### config.mk
export PLATFORM = sky130hd
export DESIGN_NAME = cp0
export DESIGN_NICKNAME = d
export VERILOG_FILES = /design/src/rtl/cp0_pkg.sv /design/src/rtl/cp0.sv /design/src/rtl/cp0_fault_addr.sv /design/src/rtl/cp0_timer.sv /design/src/rtl/cp0_cause.sv /design/src/rtl/cp0_status.sv /design/src/rtl/cp0_commit.sv
export VERILOG_INCLUDE_DIRS = /design/src /design/src/rtl
export SDC_FILE = /design/constraint.sdc
export NUM_CORES = 1
export LEC_CHECK = 0
export BUFFER_PORTS_ARGS = -buffer_cell sky130_fd_sc_hd__buf_2
export CORE_MARGIN = 3
export CORE_UTILIZATION = 52
export DETAILED_ROUTE_END_ITERATION = 10
export PLACE_DENSITY = 0.77
export SLEW_MARGIN = 20
export SYNTH_ARGS = -nofsm -noshare
export SYNTH_HDL_FRONTEND = slang
export SYNTH_SLANG_ARGS = --single-unit
### constraint.sdc
create_clock -name clk -period 1.9 [get_ports clk]
set_input_delay 0.095 -clock clk [delete_from_list [all_inputs] [get_ports clk]]
set_output_delay 0.095 -clock clk [all_outputs]
set_load 0.02 [all_outputs]
### src/rtl/cp0_cfg.svh
`ifndef CP0_CFG_SVH
`define CP0_CFG_SVH

// ------------------------------------------------------------
// register addresses
// ------------------------------------------------------------

// encoded as {reg[4:0], sel[2:0]}, sel 0 only
`define CP0_ADDR_BADVADDR 8'h40
`define CP0_ADDR_COUNT 8'h48
`define CP0_ADDR_COMPARE 8'h58
`define CP0_ADDR_STATUS 8'h60
`define CP0_ADDR_CAUSE 8'h68
`define CP0_ADDR_EPC 8'h70

// ------------------------------------------------------------
// field positions
// ------------------------------------------------------------

// status
`define CP0_BIT_IE 0
`define CP0_BIT_EXL 1
`define CP0_IM_LSB 8

// cause
`define CP0_BIT_BD 31
`define CP0_BIT_TI 30
`define CP0_IP_LSB 8
`define CP0_EXC_LSB 2

// ------------------------------------------------------------
// exception codes and vector
// ------------------------------------------------------------

`define CP0_EXC_INT 5'h00
`define CP0_EXC_ADEL 5'h04
`define CP0_EXC_ADES 5'h05

// single general vector with bev set
`define CP0_EXC_VECTOR 32'hbfc0_0380

// status after reset, only bev set
`define CP0_STATUS_RESET 32'h0040_0000

`endif
### src/rtl/cp0_pkg.sv
package cp0_pkg;

    // ------------------------------------------------------------
    // shared vector types for the cp0 block
    // ------------------------------------------------------------

    // full data word
    // pc, register contents, mfc0 result, jump target
    typedef logic [31:0] word_t;

    // cp0 register address as carried down the pipe
    // upper 5 bits register number, lower 3 bits select
    typedef logic [7:0] cp0_addr_t;

    // exception code as stored in cause.exccode
    typedef logic [4:0] exc_code_t;

    // external hardware interrupt pins
    // map onto cause.ip[7:2]
    typedef logic [5:0] hw_int_t;

    // interrupt pending / mask field
    // same layout for cause.ip and status.im
    typedef logic [7:0] int_mask_t;

endpackage

### src/rtl/cp0.sv
`include "cp0_cfg.svh"

module cp0 (
    input  logic               clk,
    input  logic               rst,
    input  logic               valid,
    input  logic               exception,
    input  logic               bd,
    input  logic               mtc0,
    input  logic               eret,
    input  cp0_pkg::exc_code_t exc_code,
    input  cp0_pkg::cp0_addr_t cp0_addr,
    input  cp0_pkg::word_t     pc,
    input  cp0_pkg::word_t     bad_vaddr,
    input  cp0_pkg::word_t     wdata,
    input  cp0_pkg::hw_int_t   ext_int,
    output logic               redirect,
    output cp0_pkg::word_t     cp0_res
);

    // commit control
    logic               take_exc;
    logic               take_eret;
    logic               wr_en;
    cp0_pkg::exc_code_t exc_code_eff;

    // register values
    cp0_pkg::word_t status;
    cp0_pkg::word_t cause;
    cp0_pkg::word_t epc;
    cp0_pkg::word_t count;
    cp0_pkg::word_t compare;
    cp0_pkg::word_t badvaddr;
    logic           timer_irq;
    logic           exl;

    // exl taken from the status word
    assign exl = status[`CP0_BIT_EXL];

    // ------------------------------------------------------------
    // commit decision and result
    // ------------------------------------------------------------

    cp0_commit i_commit (
        .valid(valid), .exception(exception), .eret(eret), .mtc0(mtc0),
        .exc_code(exc_code), .cp0_addr(cp0_addr),
        .status(status), .cause(cause), .epc(epc),
        .count(count), .compare(compare), .badvaddr(badvaddr),
        .take_exc(take_exc), .take_eret(take_eret), .wr_en(wr_en),
        .exc_code_eff(exc_code_eff), .redirect(redirect), .cp0_res(cp0_res)
    );

    // ------------------------------------------------------------
    // register blocks
    // ------------------------------------------------------------

    cp0_status i_status (
        .clk(clk), .rst(rst), .wr_en(wr_en), .take_exc(take_exc),
        .take_eret(take_eret), .cp0_addr(cp0_addr), .wdata(wdata),
        .status(status)
    );

    cp0_cause i_cause (
        .clk(clk), .rst(rst), .wr_en(wr_en), .take_exc(take_exc), .bd(bd),
        .timer_irq(timer_irq), .exl(exl), .ext_int(ext_int),
        .exc_code_eff(exc_code_eff), .cp0_addr(cp0_addr), .wdata(wdata),
        .cause(cause)
    );

    cp0_timer i_timer (
        .clk(clk), .rst(rst), .wr_en(wr_en), .cp0_addr(cp0_addr), .wdata(wdata),
        .count(count), .compare(compare), .timer_irq(timer_irq)
    );

    cp0_fault_addr i_fault_addr (
        .clk(clk), .rst(rst), .wr_en(wr_en), .take_exc(take_exc), .bd(bd),
        .exl(exl), .exc_code_eff(exc_code_eff), .cp0_addr(cp0_addr),
        .pc(pc), .bad_vaddr(bad_vaddr), .wdata(wdata),
        .epc(epc), .badvaddr(badvaddr)
    );

endmodule

### src/rtl/cp0_fault_addr.sv
`include "cp0_cfg.svh"

module cp0_fault_addr (
    input  logic               clk,
    input  logic               rst,
    input  logic               wr_en,
    input  logic               take_exc,
    input  logic               bd,
    input  logic               exl,
    input  cp0_pkg::exc_code_t exc_code_eff,
    input  cp0_pkg::cp0_addr_t cp0_addr,
    input  cp0_pkg::word_t     pc,
    input  cp0_pkg::word_t     bad_vaddr,
    input  cp0_pkg::word_t     wdata,
    output cp0_pkg::word_t     epc,
    output cp0_pkg::word_t     badvaddr
);

    logic           epc_sel;
    logic           addr_err;
    cp0_pkg::word_t restart_pc;

    assign epc_sel = wr_en && (cp0_addr == `CP0_ADDR_EPC);

    // delay slot restarts at the branch
    assign restart_pc = bd ? (pc - 32'd4) : pc;

    // adel or ades
    assign addr_err = (exc_code_eff == `CP0_EXC_ADEL) || (exc_code_eff == `CP0_EXC_ADES);

    // ------------------------------------------------------------
    // epc
    // ------------------------------------------------------------

    always_ff @(posedge clk) begin
        if (rst) begin
            epc <= '0;
        end else if (take_exc) begin
            // first-level trap only, nested keeps epc
            if (!exl) begin
                epc <= restart_pc;
            end
        end else if (epc_sel) begin
            epc <= wdata;
        end
    end

    // ------------------------------------------------------------
    // badvaddr
    // ------------------------------------------------------------

    always_ff @(posedge clk) begin
        if (rst) begin
            badvaddr <= '0;
        end else if (take_exc && addr_err) begin
            badvaddr <= bad_vaddr;
        end
    end

endmodule

### src/rtl/cp0_timer.sv
`include "cp0_cfg.svh"

module cp0_timer (
    input  logic               clk,
    input  logic               rst,
    input  logic               wr_en,
    input  cp0_pkg::cp0_addr_t cp0_addr,
    input  cp0_pkg::word_t     wdata,
    output cp0_pkg::word_t     count,
    output cp0_pkg::word_t     compare,
    output logic               timer_irq
);

    logic phase;
    logic count_sel;
    logic compare_sel;
    logic match;

    assign count_sel   = wr_en && (cp0_addr == `CP0_ADDR_COUNT);
    assign compare_sel = wr_en && (cp0_addr == `CP0_ADDR_COMPARE);

    // zero compare means timer off
    assign match = (compare != '0) && (count == compare);

    // ------------------------------------------------------------
    // count at half core clock
    // ------------------------------------------------------------

    always_ff @(posedge clk) begin
        if (rst) begin
            count <= '0;
            phase <= 1'b0;
        end else if (count_sel) begin
            // reload, phase restarts
            count <= wdata;
            phase <= 1'b0;
        end else begin
            phase <= ~phase;
            if (phase) begin
                count <= count + 32'd1;
            end
        end
    end

    // ------------------------------------------------------------
    // compare and timer interrupt
    // ------------------------------------------------------------

    always_ff @(posedge clk) begin
        if (rst) begin
            compare   <= '0;
            timer_irq <= 1'b0;
        end else if (compare_sel) begin
            // writing compare acks the interrupt
            compare   <= wdata;
            timer_irq <= 1'b0;
        end else if (match) begin
            timer_irq <= 1'b1;
        end
    end

endmodule

### src/rtl/cp0_cause.sv
`include "cp0_cfg.svh"

module cp0_cause (
    input  logic               clk,
    input  logic               rst,
    input  logic               wr_en,
    input  logic               take_exc,
    input  logic               bd,
    input  logic               timer_irq,
    input  logic               exl,
    input  cp0_pkg::hw_int_t   ext_int,
    input  cp0_pkg::exc_code_t exc_code_eff,
    input  cp0_pkg::cp0_addr_t cp0_addr,
    input  cp0_pkg::word_t     wdata,
    output cp0_pkg::word_t     cause
);

    cp0_pkg::hw_int_t   ext_int_q;
    logic [1:0]         ip_sw;
    cp0_pkg::int_mask_t ip;
    cp0_pkg::exc_code_t exc_q;
    logic               bd_q;
    logic               sel;

    assign sel = wr_en && (cp0_addr == `CP0_ADDR_CAUSE);

    // ------------------------------------------------------------
    // interrupt pending field
    // ------------------------------------------------------------

    // pins sampled once, one cycle of latency
    always_ff @(posedge clk) begin
        if (rst) begin
            ext_int_q <= '0;
        end else begin
            ext_int_q <= ext_int;
        end
    end

    // ip[7] shared between pin 5 and the timer
    assign ip = {ext_int_q[5] | timer_irq, ext_int_q[4:0], ip_sw};

    // ------------------------------------------------------------
    // software ip, exccode, bd
    // ------------------------------------------------------------

    always_ff @(posedge clk) begin
        if (rst) begin
            ip_sw <= '0;
            exc_q <= '0;
            bd_q  <= 1'b0;
        end else begin
            // only the two software bits are writable
            if (sel) begin
                ip_sw <= wdata[`CP0_IP_LSB +: 2];
            end
            if (take_exc) begin
                exc_q <= exc_code_eff;
                // nested trap keeps the first bd
                if (!exl) begin
                    bd_q <= bd;
                end
            end
        end
    end

    always_comb begin
        cause = '0;
        cause[`CP0_BIT_BD] = bd_q;
        cause[`CP0_BIT_TI] = timer_irq;
        cause[`CP0_IP_LSB +: 8] = ip;
        cause[`CP0_EXC_LSB +: 5] = exc_q;
    end

endmodule

### src/rtl/cp0_status.sv
`include "cp0_cfg.svh"

module cp0_status (
    input  logic               clk,
    input  logic               rst,
    input  logic               wr_en,
    input  logic               take_exc,
    input  logic               take_eret,
    input  cp0_pkg::cp0_addr_t cp0_addr,
    input  cp0_pkg::word_t     wdata,
    output cp0_pkg::word_t     status
);

    cp0_pkg::int_mask_t im;
    logic               exl;
    logic               ie;
    logic               sel;

    assign sel = wr_en && (cp0_addr == `CP0_ADDR_STATUS);

    // ------------------------------------------------------------
    // writable fields
    // ------------------------------------------------------------

    always_ff @(posedge clk) begin
        if (rst) begin
            im  <= '0;
            exl <= 1'b0;
            ie  <= 1'b0;
        end else begin
            // mtc0 touches im, exl and ie only
            if (sel) begin
                im  <= wdata[`CP0_IM_LSB +: 8];
                exl <= wdata[`CP0_BIT_EXL];
                ie  <= wdata[`CP0_BIT_IE];
            end
            // trap entry / return override exl
            if (take_exc) begin
                exl <= 1'b1;
            end else if (take_eret) begin
                exl <= 1'b0;
            end
        end
    end

    // assemble the word, bev and other fixed bits from reset value
    always_comb begin
        status = `CP0_STATUS_RESET;
        status[`CP0_IM_LSB +: 8] = im;
        status[`CP0_BIT_EXL] = exl;
        status[`CP0_BIT_IE] = ie;
    end

endmodule

### src/rtl/cp0_commit.sv
`include "cp0_cfg.svh"

module cp0_commit (
    input  logic              valid,
    input  logic              exception,
    input  logic              eret,
    input  logic              mtc0,
    input  cp0_pkg::exc_code_t exc_code,
    input  cp0_pkg::cp0_addr_t cp0_addr,
    input  cp0_pkg::word_t    status,
    input  cp0_pkg::word_t    cause,
    input  cp0_pkg::word_t    epc,
    input  cp0_pkg::word_t    count,
    input  cp0_pkg::word_t    compare,
    input  cp0_pkg::word_t    badvaddr,
    output logic              take_exc,
    output logic              take_eret,
    output logic              wr_en,
    output cp0_pkg::exc_code_t exc_code_eff,
    output logic              redirect,
    output cp0_pkg::word_t    cp0_res
);

    cp0_pkg::int_mask_t int_hit;
    logic               int_pending;
    cp0_pkg::word_t     rd_data;

    // ------------------------------------------------------------
    // interrupt detection
    // ------------------------------------------------------------

    // pending bits that are also unmasked
    assign int_hit = cause[`CP0_IP_LSB +: 8] & status[`CP0_IM_LSB +: 8];

    // global enable, not already inside a handler
    assign int_pending = (|int_hit) && status[`CP0_BIT_IE] && !status[`CP0_BIT_EXL];

    // ------------------------------------------------------------
    // trap / return / write decision
    // ------------------------------------------------------------

    // pending interrupt turns the committing instr into a trap
    assign take_exc = valid && (exception || int_pending);

    // interrupt wins over the instruction's own code
    assign exc_code_eff = int_pending ? `CP0_EXC_INT : exc_code;

    // eret only when nothing traps in the same cycle
    assign take_eret = valid && eret && !take_exc;

    // a trapping mtc0 must not write
    assign wr_en = valid && mtc0 && !take_exc;

    // clear pipe, stop writes, jump
    assign redirect = take_exc || take_eret;

    // ------------------------------------------------------------
    // mfc0 read mux
    // ------------------------------------------------------------

    always_comb begin
        case (cp0_addr)
            `CP0_ADDR_STATUS:   rd_data = status;
            `CP0_ADDR_CAUSE:    rd_data = cause;
            `CP0_ADDR_EPC:      rd_data = epc;
            `CP0_ADDR_COUNT:    rd_data = count;
            `CP0_ADDR_COMPARE:  rd_data = compare;
            `CP0_ADDR_BADVADDR: rd_data = badvaddr;
            // unimplemented regs and selects
            default:            rd_data = '0;
        endcase
    end

    // result word
    // jump target while redirecting, read data otherwise
    always_comb begin
        if (take_exc) begin
            cp0_res = `CP0_EXC_VECTOR;
        end else if (take_eret) begin
            cp0_res = epc;
        end else begin
            cp0_res = rd_data;
        end
    end

endmodule

==> results of run 1 <==
==> cells in the mapped netlist, drive strengths merged, types with 3 or more instances <==
library cell | n | share of area, %
and3 | 10 | 0.64
or4 | 6 | 0.54
or3 | 3 | 0.19
mux2i | 60 | 6.2
o21ai | 29 | 1.5
buf | 29 | 1.7
a21oi | 25 | 1.3
nor4 | 27 | 2.1
a311oi | 3 | 0.27
xor2 | 26 | 2.3
inv | 13 | 0.50
o311ai | 14 | 1.4
o31ai | 4 | 0.50
or2 | 3 | 0.19
nor2b | 45 | 2.9
nand2 | 34 | 1.4
a211o | 9 | 0.81
xnor2 | 66 | 5.9
a21o | 6 | 0.46
and4 | 6 | 0.54
a22oi | 38 | 2.9
o21a | 3 | 0.23
mux2 | 33 | 3.8
o32ai | 23 | 2.1
a221oi | 6 | 0.54
o31a | 3 | 0.27
nand4b | 3 | 0.27
nand3 | 28 | 1.5
nor3 | 48 | 2.5
a221o | 4 | 0.41
nand2b | 124 | 8.0
nand4 | 47 | 3.0
a211oi | 32 | 2.5
clkbuf | 67 | 2.6
nor2 | 67 | 2.6
dfxtp | 154 | 32
and2 | 5 | 0.32
o2bb2ai | 21 | 1.9
==> power groups by stage <==
stage	Clock, W	Combinational (W)	Sequential [W]
global placement	0	0.000926	0.00340
detailed placement	0	0.000936	0.00340
CTS	0.00363	0.00113	0.00333
finish	0.00370	0.00129	0.00333
floorplan	0	0.000515	0.00338
global route	0.00378	0.00132	0.00334
==> logic make-up (layout without fill, tap and decap cells) <==
kind of cell    count (synthesis)  count (layout)  share of synthesized area (%)
fa+ha+maj                       2               2                          0.257
flops                         154             154                           31.7
buf+inv                       109             409                           4.77
simple gates                  463             464                           27.4
compound gates                227             227                           17.7
mux                            93              93                           9.98
xor+xnor                       92              92                           8.27
==> sequential cells by signal, summed over array words and instances, names as in the netlist, 2 cells and up <==
name	count
i_cause.exc_q	5
i_cause.ext_int_q	6
i_cause.ip_sw	2
i_timer.compare	32
i_timer.count	32
i_fault_addr.badvaddr	32
i_fault_addr.epc	32
i_status.im	8
==> per-stage QoR <==
stage / hold slack [ns] / std cells / power, W / TNS, ns / util, %
floorplan: 0.223 / 1140 / 0.00390 / -2.21 / -
CTS: 0.000764 / 1656 / 0.00809 / -31.86 / 75.5
global placement: 0.324 / 1551 / 0.00432 / -15.99 / 64.6
global route: 0.0128 / 1670 / 0.00844 / -61.66 / 78.3
finish: 0.00597 / 1670 / 0.00832 / -51.27 / 78.3
detailed placement: 0.318 / 1551 / 0.00433 / -17.15 / 64.6
==> worst paths after layout <==
check | start | end | slack, ns | cells after the start
worst max-delay path | i_status.im[0] | cp0_res[29] | -0.68 | 8
worst min register to register | i_cause.exc_q[1] | i_cause.exc_q[1] | 0.47 | 2
worst max register to register | i_status.im[0] | i_fault_addr.epc[27] | -0.44 | 9
worst min-delay path | wdata[21] | i_timer.count[21] | 0.006 | 3
==> routing by layer <==
metal / GRT usage (%) / up-vias / share of wire (%)
met3: 8.37 / 300 / 13
met2: 60.7 / 1076 / 45
met1: 48.4 / 5299 / 35
li1: - / 4764 / -
met5: 0 / - / 0
met4: 15.7 / 0 / 6.6
==> what timing repair did <==
item,CTS,global route
gates resized for setup,116,86
endpoints found under the setup margin,178,180
endpoints found under the hold margin,52,0
cloned,12,1
pin swaps,19,16
setup buffers,10,14
hold buffers,52,0
==> tightest hold or removal path: stages <==
cell	delay [ns]
buf_2	0.08
nor3_1	0.05
a211oi_2	0.17
==> cell type report <==
| class | count | area, um2 | share of cell area [%] |
|---|---|---|---|
| multi-input cells | 878 | 7020 | 49.3 |
| clock buffers | 21 | 450 | 3.16 |
| well taps | 229 | 287 | 2.01 |
| repair buffers | 365 | 3190 | 22.4 |
| clock inverters | 10 | 168 | 1.18 |
| inverters | 13 | 48.8 | 0.342 |
| flip-flops and latches | 154 | 3080 | 21.6 |
==> results.py, run 1 <==
metrics = {
    "outcome": {
        "status": "finished with violations",
        "violations": "setup timing",
    },
    "cts": {
        "clockBufferDepth": 2,
        "path_clk_slew_ns": 0.06,
        "cts-buffers-inserted": 17,
        "clock-root-buffer": "clkbuf_16",
        "ctsHtreeMaxLevel": 4,
        "cts.sink_count": 154,
        "worstSkewPairLatency_ns": 0.44,
        "cts_tree": "yes",
    },
    "timing": {
        "clock_skew_ns": 0.0101,
        "finalMaxSlewViolations": 0,
        "worst_pin_slew_ns": 0.695,
        "fin_crit_sh_pct": 136,
        "slew_headroom_pct": 53.2,
        "fin_crit_ns": 2.58,
        "layout_setup_ws_ns": -0.682,
        "fmaxAchievable_mhz": 387,
        "hold_viol": 0,
        "rsz0062_at_grt": "true",
        "setup_viol": 179,
    },
    "setup_path": {
        "critPathRequiredTime_ns": 1.80,
        "critical-path-top-delay-family": "compound AO/OA/AOI/OAI gates",
        "critPathMaxFanout": 9,
        "critPathArrivalTime_ns": 2.49,
        "cp_slowest_cell": "a222oi_1",
        "cpPeakStageDelay_ns": 0.37,
        "path_buf_inv": 3,
        "crit_path_end_kind": "primary output",
        "worstPathCellList": "a222oi_1 -> nand2_2 -> buf_4 -> o21a_4 -> buf_12 -> o32ai_4 -> o21ai_1 -> buf_2",
        "critPathLaunchType": "flop",
        "critical_path_class": "reg -> out",
    },
    "yosys": {
        "synth-edff-count": 0,
        "synth_nets": 1264,
        "yosysSeqAreaShare_pct": 31.7,
        "ys_seq_elements": 154,
        "synth.distinct_cells": 64,
        "synth_area_per_cell_um2": 8.54,
        "synth_warnings": 0,
        "synthCells": 1140,
        "syn_area_um2": 9740,
        "async_reset_ff_share_pct": 0,
        "synthFlopType": "dfxtp_1",
    },
    "routing": {
        "drtPass1Iterations": 8,
        "wirelength_um": 42500,
        "via_per_inst": 6.85,
        "detail-route-antenna-nets": 0,
        "num_vias": 11439,
        "routedWlPerCell_um": 25.4,
        "initialDrtViolationCount": 1976,
        "drcViolationCount": 0,
    },
    "placement": {
        "pre_cts_ws_ns": -0.237,
        "dpl-instance-area_um2": 11800,
        "dpl.hpwl_um": 25300,
        "portBuffers": 154,
        "place.gp.congestion": 0.956,
    },
    "layout": {
        "layout_commonest_cell": "dfxtp_1",
        "final_nets": 1553,
        "diodes": 0,
        "final_cell_mix": "153 x dfxtp_1, 124 x nand2b_1, 124 x buf_2",
        "fillers": 986,
        "drive_gt1_share_pct": 34.0,
        "final_area_um2": 14200,
        "syn_to_final_growth_pct": 46.3,
    },
    "floorplanning": {
        "die_w_um": 143,
        "rows": 49,
        "die-area_um2": 20400,
        "placeableCoreArea_um2": 18200,
        "fp.dieH_um": 143,
        "start_util_pct": 53.5,
        "boundaryPins": 155,
    },
    "power_and_ir_drop": {
        "clkPwrFrac_pct": 44.5,
        "switching_share_pct": 26.7,
        "p_int_w": 0.00610,
        "leakagePower_nw": 5.18,
        "power_density_nw_per_um2": 584,
        "p_comb_share_pct": 15.4,
        "switchingPower_w": 0.00222,
        "ir_worst_vdd_mv": 0.683,
        "seqPwrFrac_pct": 40.1,
    },
    "worst_hold_path": {
        "min_path_type": "in -> reg",
    },
    "global_routing": {
        "grt.total_usage_pct": 37.5,
        "grt_pass1_wl_um": 59900,
        "grt_antenna_before_repair": 0,
        "grt_start_max_net_pins": 85,
        "grt_pass1_vias": 10791,
        "globalRouteOverflowTotal": 0,
    },
    "job": {
        "max-cap-violations": 0,
    },
}
(Power assumes the default switching activity.)
==> run 2: changes to the inputs <==
--- a/config.mk
+++ b/config.mk
@@ -12,2 +12,3 @@
 export DETAILED_ROUTE_END_ITERATION = 10
+export MAX_ROUTING_LAYER = met4
 export PLACE_DENSITY = 0.77
@@ -17 +18,2 @@
 export SYNTH_SLANG_ARGS = --single-unit
+export TNS_END_PERCENT = 10
==> constraint.sdc (replaced) <==
create_clock -name clk -period 1.9 [get_ports clk]
set_input_delay 0.475 -clock clk [delete_from_list [all_inputs] [get_ports clk]]
set_output_delay 0.475 -clock clk [all_outputs]
set_load 0.02 [all_outputs]
==> run 2 against run 1 <==
  * Worst setup slack worse by 0.33 ns
  * Largest power group is now sequential cells
  * Non-clock buffer count down 7
  * Routed wire length down 13%
  * Utilization down 4.7 points
  * Sequential cell count unchanged
  * Critical endpoint is now cp0_res[4]
  * Via count down 8.4%
  * The flow still finishes with violations (setup timing)
  * Largest cell class unchanged
==> results.py, run 2 (synthesis gave the netlist of run 1 again) <==
metrics = {
    "timing": {
        "fin_crit_ns": 2.91,
        "clock_skew_ns": 0.00783,
        "setup_viol": 177,
        "worst_pin_slew_ns": 0.528,
        "hold_viol": 0,
        "slew_headroom_pct": 64.8,
        "fin_crit_sh_pct": 153,
        "whs_ns": 0.246,
        "layout_setup_ws_ns": -1.01,
        "finalMaxSlewViolations": 0,
        "fmaxAchievable_mhz": 344,
        "rsz0062_at_grt": "true",
    },
    "placement": {
        "dpl.hpwl_um": 27400,
        "place.gp.congestion": 1.02,
        "pre_cts_ws_ns": -0.733,
        "portBuffers": 154,
    },
    "setup_path": {
        "cpPeakStageDelay_ns": 0.38,
        "critical_path_class": "reg -> out",
        "critPathLaunchType": "flop",
        "critPathArrivalTime_ns": 2.44,
        "critPathMaxFanout": 8,
        "cp_slowest_cell": "a222oi_1",
        "crit_path_end_kind": "primary output",
        "worstPathCellList": "a222oi_1 -> nand2_2 -> o31a_1 -> buf_6 -> a211o_4 -> o2bb2ai_4 -> buf_6",
        "critPathRequiredTime_ns": 1.42,
        "cpMostUsedCell": "buf_6",
    },
    "layout": {
        "final_nets": 1545,
        "drive_gt1_share_pct": 35.0,
        "final_cell_mix": "190 x buf_4, 153 x dfxtp_1, 130 x buf_2",
        "layout_commonest_cell": "buf_4",
        "diodes": 0,
        "syn_to_final_growth_pct": 37.4,
    },
    "global_routing": {
        "grt_pass1_wl_um": 55800,
        "grt.total_usage_pct": 36.4,
        "globalRouteOverflowTotal": 0,
        "grt_antenna_before_repair": 0,
        "grt_pass1_vias": 9866,
        "grt_start_max_net_pins": 42,
    },
    "floorplanning": {
        "die_w_um": 143,
        "die-area_um2": 20400,
        "rows": 49,
        "start_util_pct": 53.5,
        "fp.dieH_um": 143,
        "boundaryPins": 155,
        "placeableCoreArea_um2": 18200,
    },
    "cts": {
        "cts_tree": "yes",
        "worstSkewPairLatency_ns": 0.44,
        "clock-root-buffer": "clkbuf_16",
        "ctsHtreeMaxLevel": 4,
        "clockBufferDepth": 2,
        "cts-buffers-inserted": 17,
        "path_clk_slew_ns": 0.06,
        "cts.sink_count": 154,
        "cts_hold_buf": 0,
    },
    "routing": {
        "initialDrtViolationCount": 1247,
        "drtPass1Iterations": 6,
        "num_vias": 10483,
        "detail-route-antenna-nets": 0,
        "drcViolationCount": 0,
        "routedWlPerCell_um": 22.1,
        "wirelength_um": 36800,
        "via_per_inst": 6.30,
    },
    "worst_hold_path": {
        "min_path_type": "in -> reg",
    },
    "power_and_ir_drop": {
        "ir_worst_vdd_mv": 0.457,
        "power_w": 0.00766,
        "power_density_nw_per_um2": 572,
        "leakagePower_nw": 4.99,
    },
    "outcome": {
        "violations": "setup timing",
        "status": "finished with violations",
    },
    "job": {
        "max-cap-violations": 0,
    },
}
-- run 2: power by group --
group | total, W | internal [W] | leakage, nW | switching (W)
Sequential | 0.00333 | 0.00328 | 1.25 | 0.0000474
Combinational | 0.00113 | 0.000510 | 3.50 | 0.000615
Clock | 0.00321 | 0.00178 | 0.252 | 0.00144
-- run 2: timing repair --
item | in CTS | in global routing
pin swaps | 12 | 3
setup endpoints to repair | 178 | 181
resized for setup | 87 | 25
gates cloned | 1 | 0
setup buffers | 6 | 0
-- run 2: path summary, 6_finish.rpt --
check	startpoint	end	slack, ns	depth (start not counted)
max	i_status.im[0]	cp0_res[4]	-1.01	7
min reg2reg	i_cause.exc_q[1]	i_cause.exc_q[1]	0.47	2
min	ext_int[3]	i_cause.ext_int_q[3]	0.25	2
max reg2reg	i_status.im[0]	i_fault_addr.epc[20]	-0.27	8
-- run 2: stage by stage --
stage	area [um2]	util, %	TNS [ns]	cells
2_1_floorplan	10100	-	-27.19	1140
3_3_place_gp	12400	68.0	-61.77	1624
3_5_place_dp	12400	68.0	-64.71	1624
4_1_cts	13300	72.8	-41.83	1663
5_1_grt	13400	73.5	-68.05	1663
6_report	13400	73.5	-45.70	1663
-- run 2: per-layer routing --
metal | global-route usage [%] | routed length (um) | up-vias
met5 | - | 0 | -
met2 | 54.1 | 16700 | 627
met1 | 50.5 | 15200 | 5023
met4 | 12.5 | 1040 | 0
li1 | - | - | 4745
met3 | 5.59 | 3820 | 88
-- run 2: critical path, delay by kind of cell (launching register included) --
| kind | cells | cell delay [ns] |
|---|---|---|
| AOI/OAI and AO/OA | 4 | 1.29 |
| buffers and inverters | 2 | 0.28 |
| DFF | 1 | 0.31 |
| and+or+nand+nor | 1 | 0.10 |
-- run 2: final cells by class --
cell class / instances / area (um2)
multi-input combinational: 877 / 6740
fill: 1338 / 4820
sequential: 154 / 3080
timing repair buffer: 358 / 2680
clock buffer: 23 / 478
tap: 229 / 287
clock inverter: 9 / 65.1
inverter: 13 / 48.8
==> run 3: changes to the inputs <==
CORE_MARGIN = 2   (was 3)
CORE_UTILIZATION = 58   (was 52)
PLACE_DENSITY = 0.81   (was 0.77)
clock period = 3.3 ns   (was 1.9 ns; I/O delays follow)
==> run 3 against run 2 <==
  * Clock skew is 0.0014 ns lower
  * Sequential share of layout area is 3.2 points higher
  * Global-route usage is 1.7 points higher
  * The flow still finishes with violations (setup timing)
  * Cell count down 9.3%
  * Worst setup slack gained 0.88 ns
  * Highest routed layer unchanged
  * Via count is 6.6% lower
  * Combinational power down 53%
  * Critical path type unchanged
  * Count of clock-buffer cells in the layout decreased by 6
  * Cell area fell by 12%
  * Clock power shrank 38%
  * Sequential power decreased by 43%
==> results.py, run 3 (synthesis gave the netlist of run 1 again) <==
metrics = {
    "layout": {
        "layout_commonest_cell": "dfxtp_1",
        "final_cell_mix": "151 x dfxtp_1, 139 x buf_2, 124 x nand2b_1",
        "ff_latch_area_um2": 3090,
        "drive_gt1_share_pct": 24.9,
        "multi_input_area_um2": 6320,
        "final_nets": 1398,
        "instances_no_fill": 1508,
        "syn_to_final_growth_pct": 20.7,
        "final_area_um2": 11800,
        "fillers": 1296,
    },
    "placement": {
        "dpl-instance-area_um2": 10900,
        "dp.cells": 1467,
        "dpl.hpwl_um": 24500,
        "place.gp.congestion": 1.01,
        "portBuffers": 154,
    },
    "job": {
        "max-cap-violations": 0,
    },
    "power_and_ir_drop": {
        "ir_worst_vdd_mv": 0.400,
        "power_density_nw_per_um2": 377,
        "leakagePower_nw": 4.20,
    },
    "cts": {
        "path_clk_slew_ns": 0.07,
        "cts_hold_buf": 0,
        "cts_tree": "yes",
        "ctsHtreeMaxLevel": 4,
        "cts.sink_count": 154,
        "clockBufferDepth": 2,
        "worstSkewPairLatency_ns": 0.43,
        "cts-buffers-inserted": 17,
        "clock-root-buffer": "clkbuf_16",
    },
    "worst_hold_path": {
        "min_path_type": "reg -> reg",
    },
    "setup_path": {
        "critical_path_class": "reg -> out",
        "critPathRequiredTime_ns": 2.47,
        "critPathArrivalTime_ns": 2.60,
        "crit_path_end_kind": "primary output",
        "critPathMaxFanout": 6,
        "critPathLaunchType": "flop",
    },
    "timing": {
        "rsz0062_at_grt": "true",
        "setup_viol": 18,
        "clock_skew_ns": 0.00641,
        "hold_viol": 0,
        "worst_pin_slew_ns": 0.920,
        "fmaxAchievable_mhz": 292,
        "fin_crit_sh_pct": 104,
        "slew_headroom_pct": 38.4,
        "layout_setup_ws_ns": -0.130,
        "finalMaxSlewViolations": 0,
        "fin_crit_ns": 3.43,
    },
    "routing": {
        "routedWlPerCell_um": 22.3,
        "via_per_inst": 6.49,
        "initialDrtViolationCount": 1180,
        "drtPass1Iterations": 6,
        "drcViolationCount": 0,
        "detail-route-antenna-nets": 0,
        "wirelength_um": 33600,
        "num_vias": 9786,
    },
    "global_routing": {
        "grt_pass1_wl_um": 50900,
        "grt_start_max_net_pins": 95,
        "grt_pass1_vias": 8933,
        "globalRouteOverflowTotal": 0,
        "grt_antenna_before_repair": 1,
        "grt.total_usage_pct": 38.0,
    },
    "floorplanning": {
        "start_util_pct": 58.9,
        "die_w_um": 134,
        "placeableCoreArea_um2": 16500,
        "boundaryPins": 155,
        "fp.dieH_um": 134,
        "die-area_um2": 17800,
        "rows": 47,
    },
    "outcome": {
        "violations": "setup timing",
        "status": "finished with violations",
    },
}
run 3: cell count changes in the layout (fill, tap and decap cells not counted), moves of 6 or more:
cell	previous run	this run
o2bb2ai_2	0	14
o21ai_0	10	24
nor2_1	61	67
nor2_2	6	0
o2bb2ai_4	14	0
buf_2	130	139
nor3_1	40	47
buf_12	18	9
buf_4	190	47
o21ai_1	17	5
run 3: worst paths after layout:
check / from / endpoint / slack, ns / cells after the start
hold / removal: i_cause.exc_q[3] / i_cause.exc_q[3] / 0.46 / 2
setup / recovery: i_cause.ip_sw[0] / cp0_res[21] / -0.13 / 6
setup reg to reg: i_cause.ip_sw[0] / i_fault_addr.epc[21] / 0.59 / 8
hold reg to reg: i_cause.exc_q[3] / i_cause.exc_q[3] / 0.46 / 2
run 3: repair_timing:
item | CTS | global route
endpoints found under the setup margin | 19 | 32
cloned | 0 | 1
buffers inserted | 3 | 4
resized for setup | 31 | 28
pin swaps | 10 | 6
run 3: per-stage QoR:
step | hold slack [ns] | power, W | setup slack [ns] | TNS, ns | utilization, %
final | 0.460 | 0.00443 | -0.130 | -1.28 | 71.1
after global routing | 0.472 | 0.00454 | -0.168 | -2.23 | 71.1
after CTS | 0.459 | 0.00440 | -0.106 | -0.904 | 70.0
after detailed placement | 0.450 | 0.00245 | -0.0301 | -0.0845 | 65.7
after global placement | 0.442 | 0.00244 | -0.0114 | -0.0227 | 65.7
after floorplan | 0.432 | 0.00222 | -0.0118 | -0.104 | -
run 3: layer usage:
| layer | track usage (%) | vias up | routed length (um) |
|---|---|---|---|
| met2 | 54.4 | 658 | 14500 |
| met5 | - | - | 0 |
| met3 | 8.98 | 81 | 3690 |
| met1 | 53.2 | 4591 | 14500 |
| met4 | 11.7 | 0 | 901 |
| li1 | - | 4456 | - |
run 3: critical path, cell delays in order, from the launching register on:
cell	delay, ns
dfxtp_2	0.33
a222oi_1	0.40
nand2_2	0.17
o31a_1	0.35
a2111o_1	0.52
o2bb2ai_2	0.25
buf_6	0.14
run 3: layout make-up:
| cell class | instances | share of cell area, % |
|---|---|---|
| multi-input combinational | 877 | 53.8 |
| sequential | 154 | 26.3 |
| timing repair buffer | 211 | 12.1 |
| clock buffer | 17 | 3.62 |
| tap | 220 | 2.34 |
| clock inverter | 15 | 1.39 |
| inverter | 13 | 0.415 |
| antenna | 1 | 0.0213 |
run 3: power breakdown:
group	total (W)	internal [W]	switching [W]
sequential	0.00191	0.00189	0.0000272
clock	0.00199	0.00113	0.000861
combinational	0.000529	0.000220	0.000309
total	0.00443	0.00324	0.00120
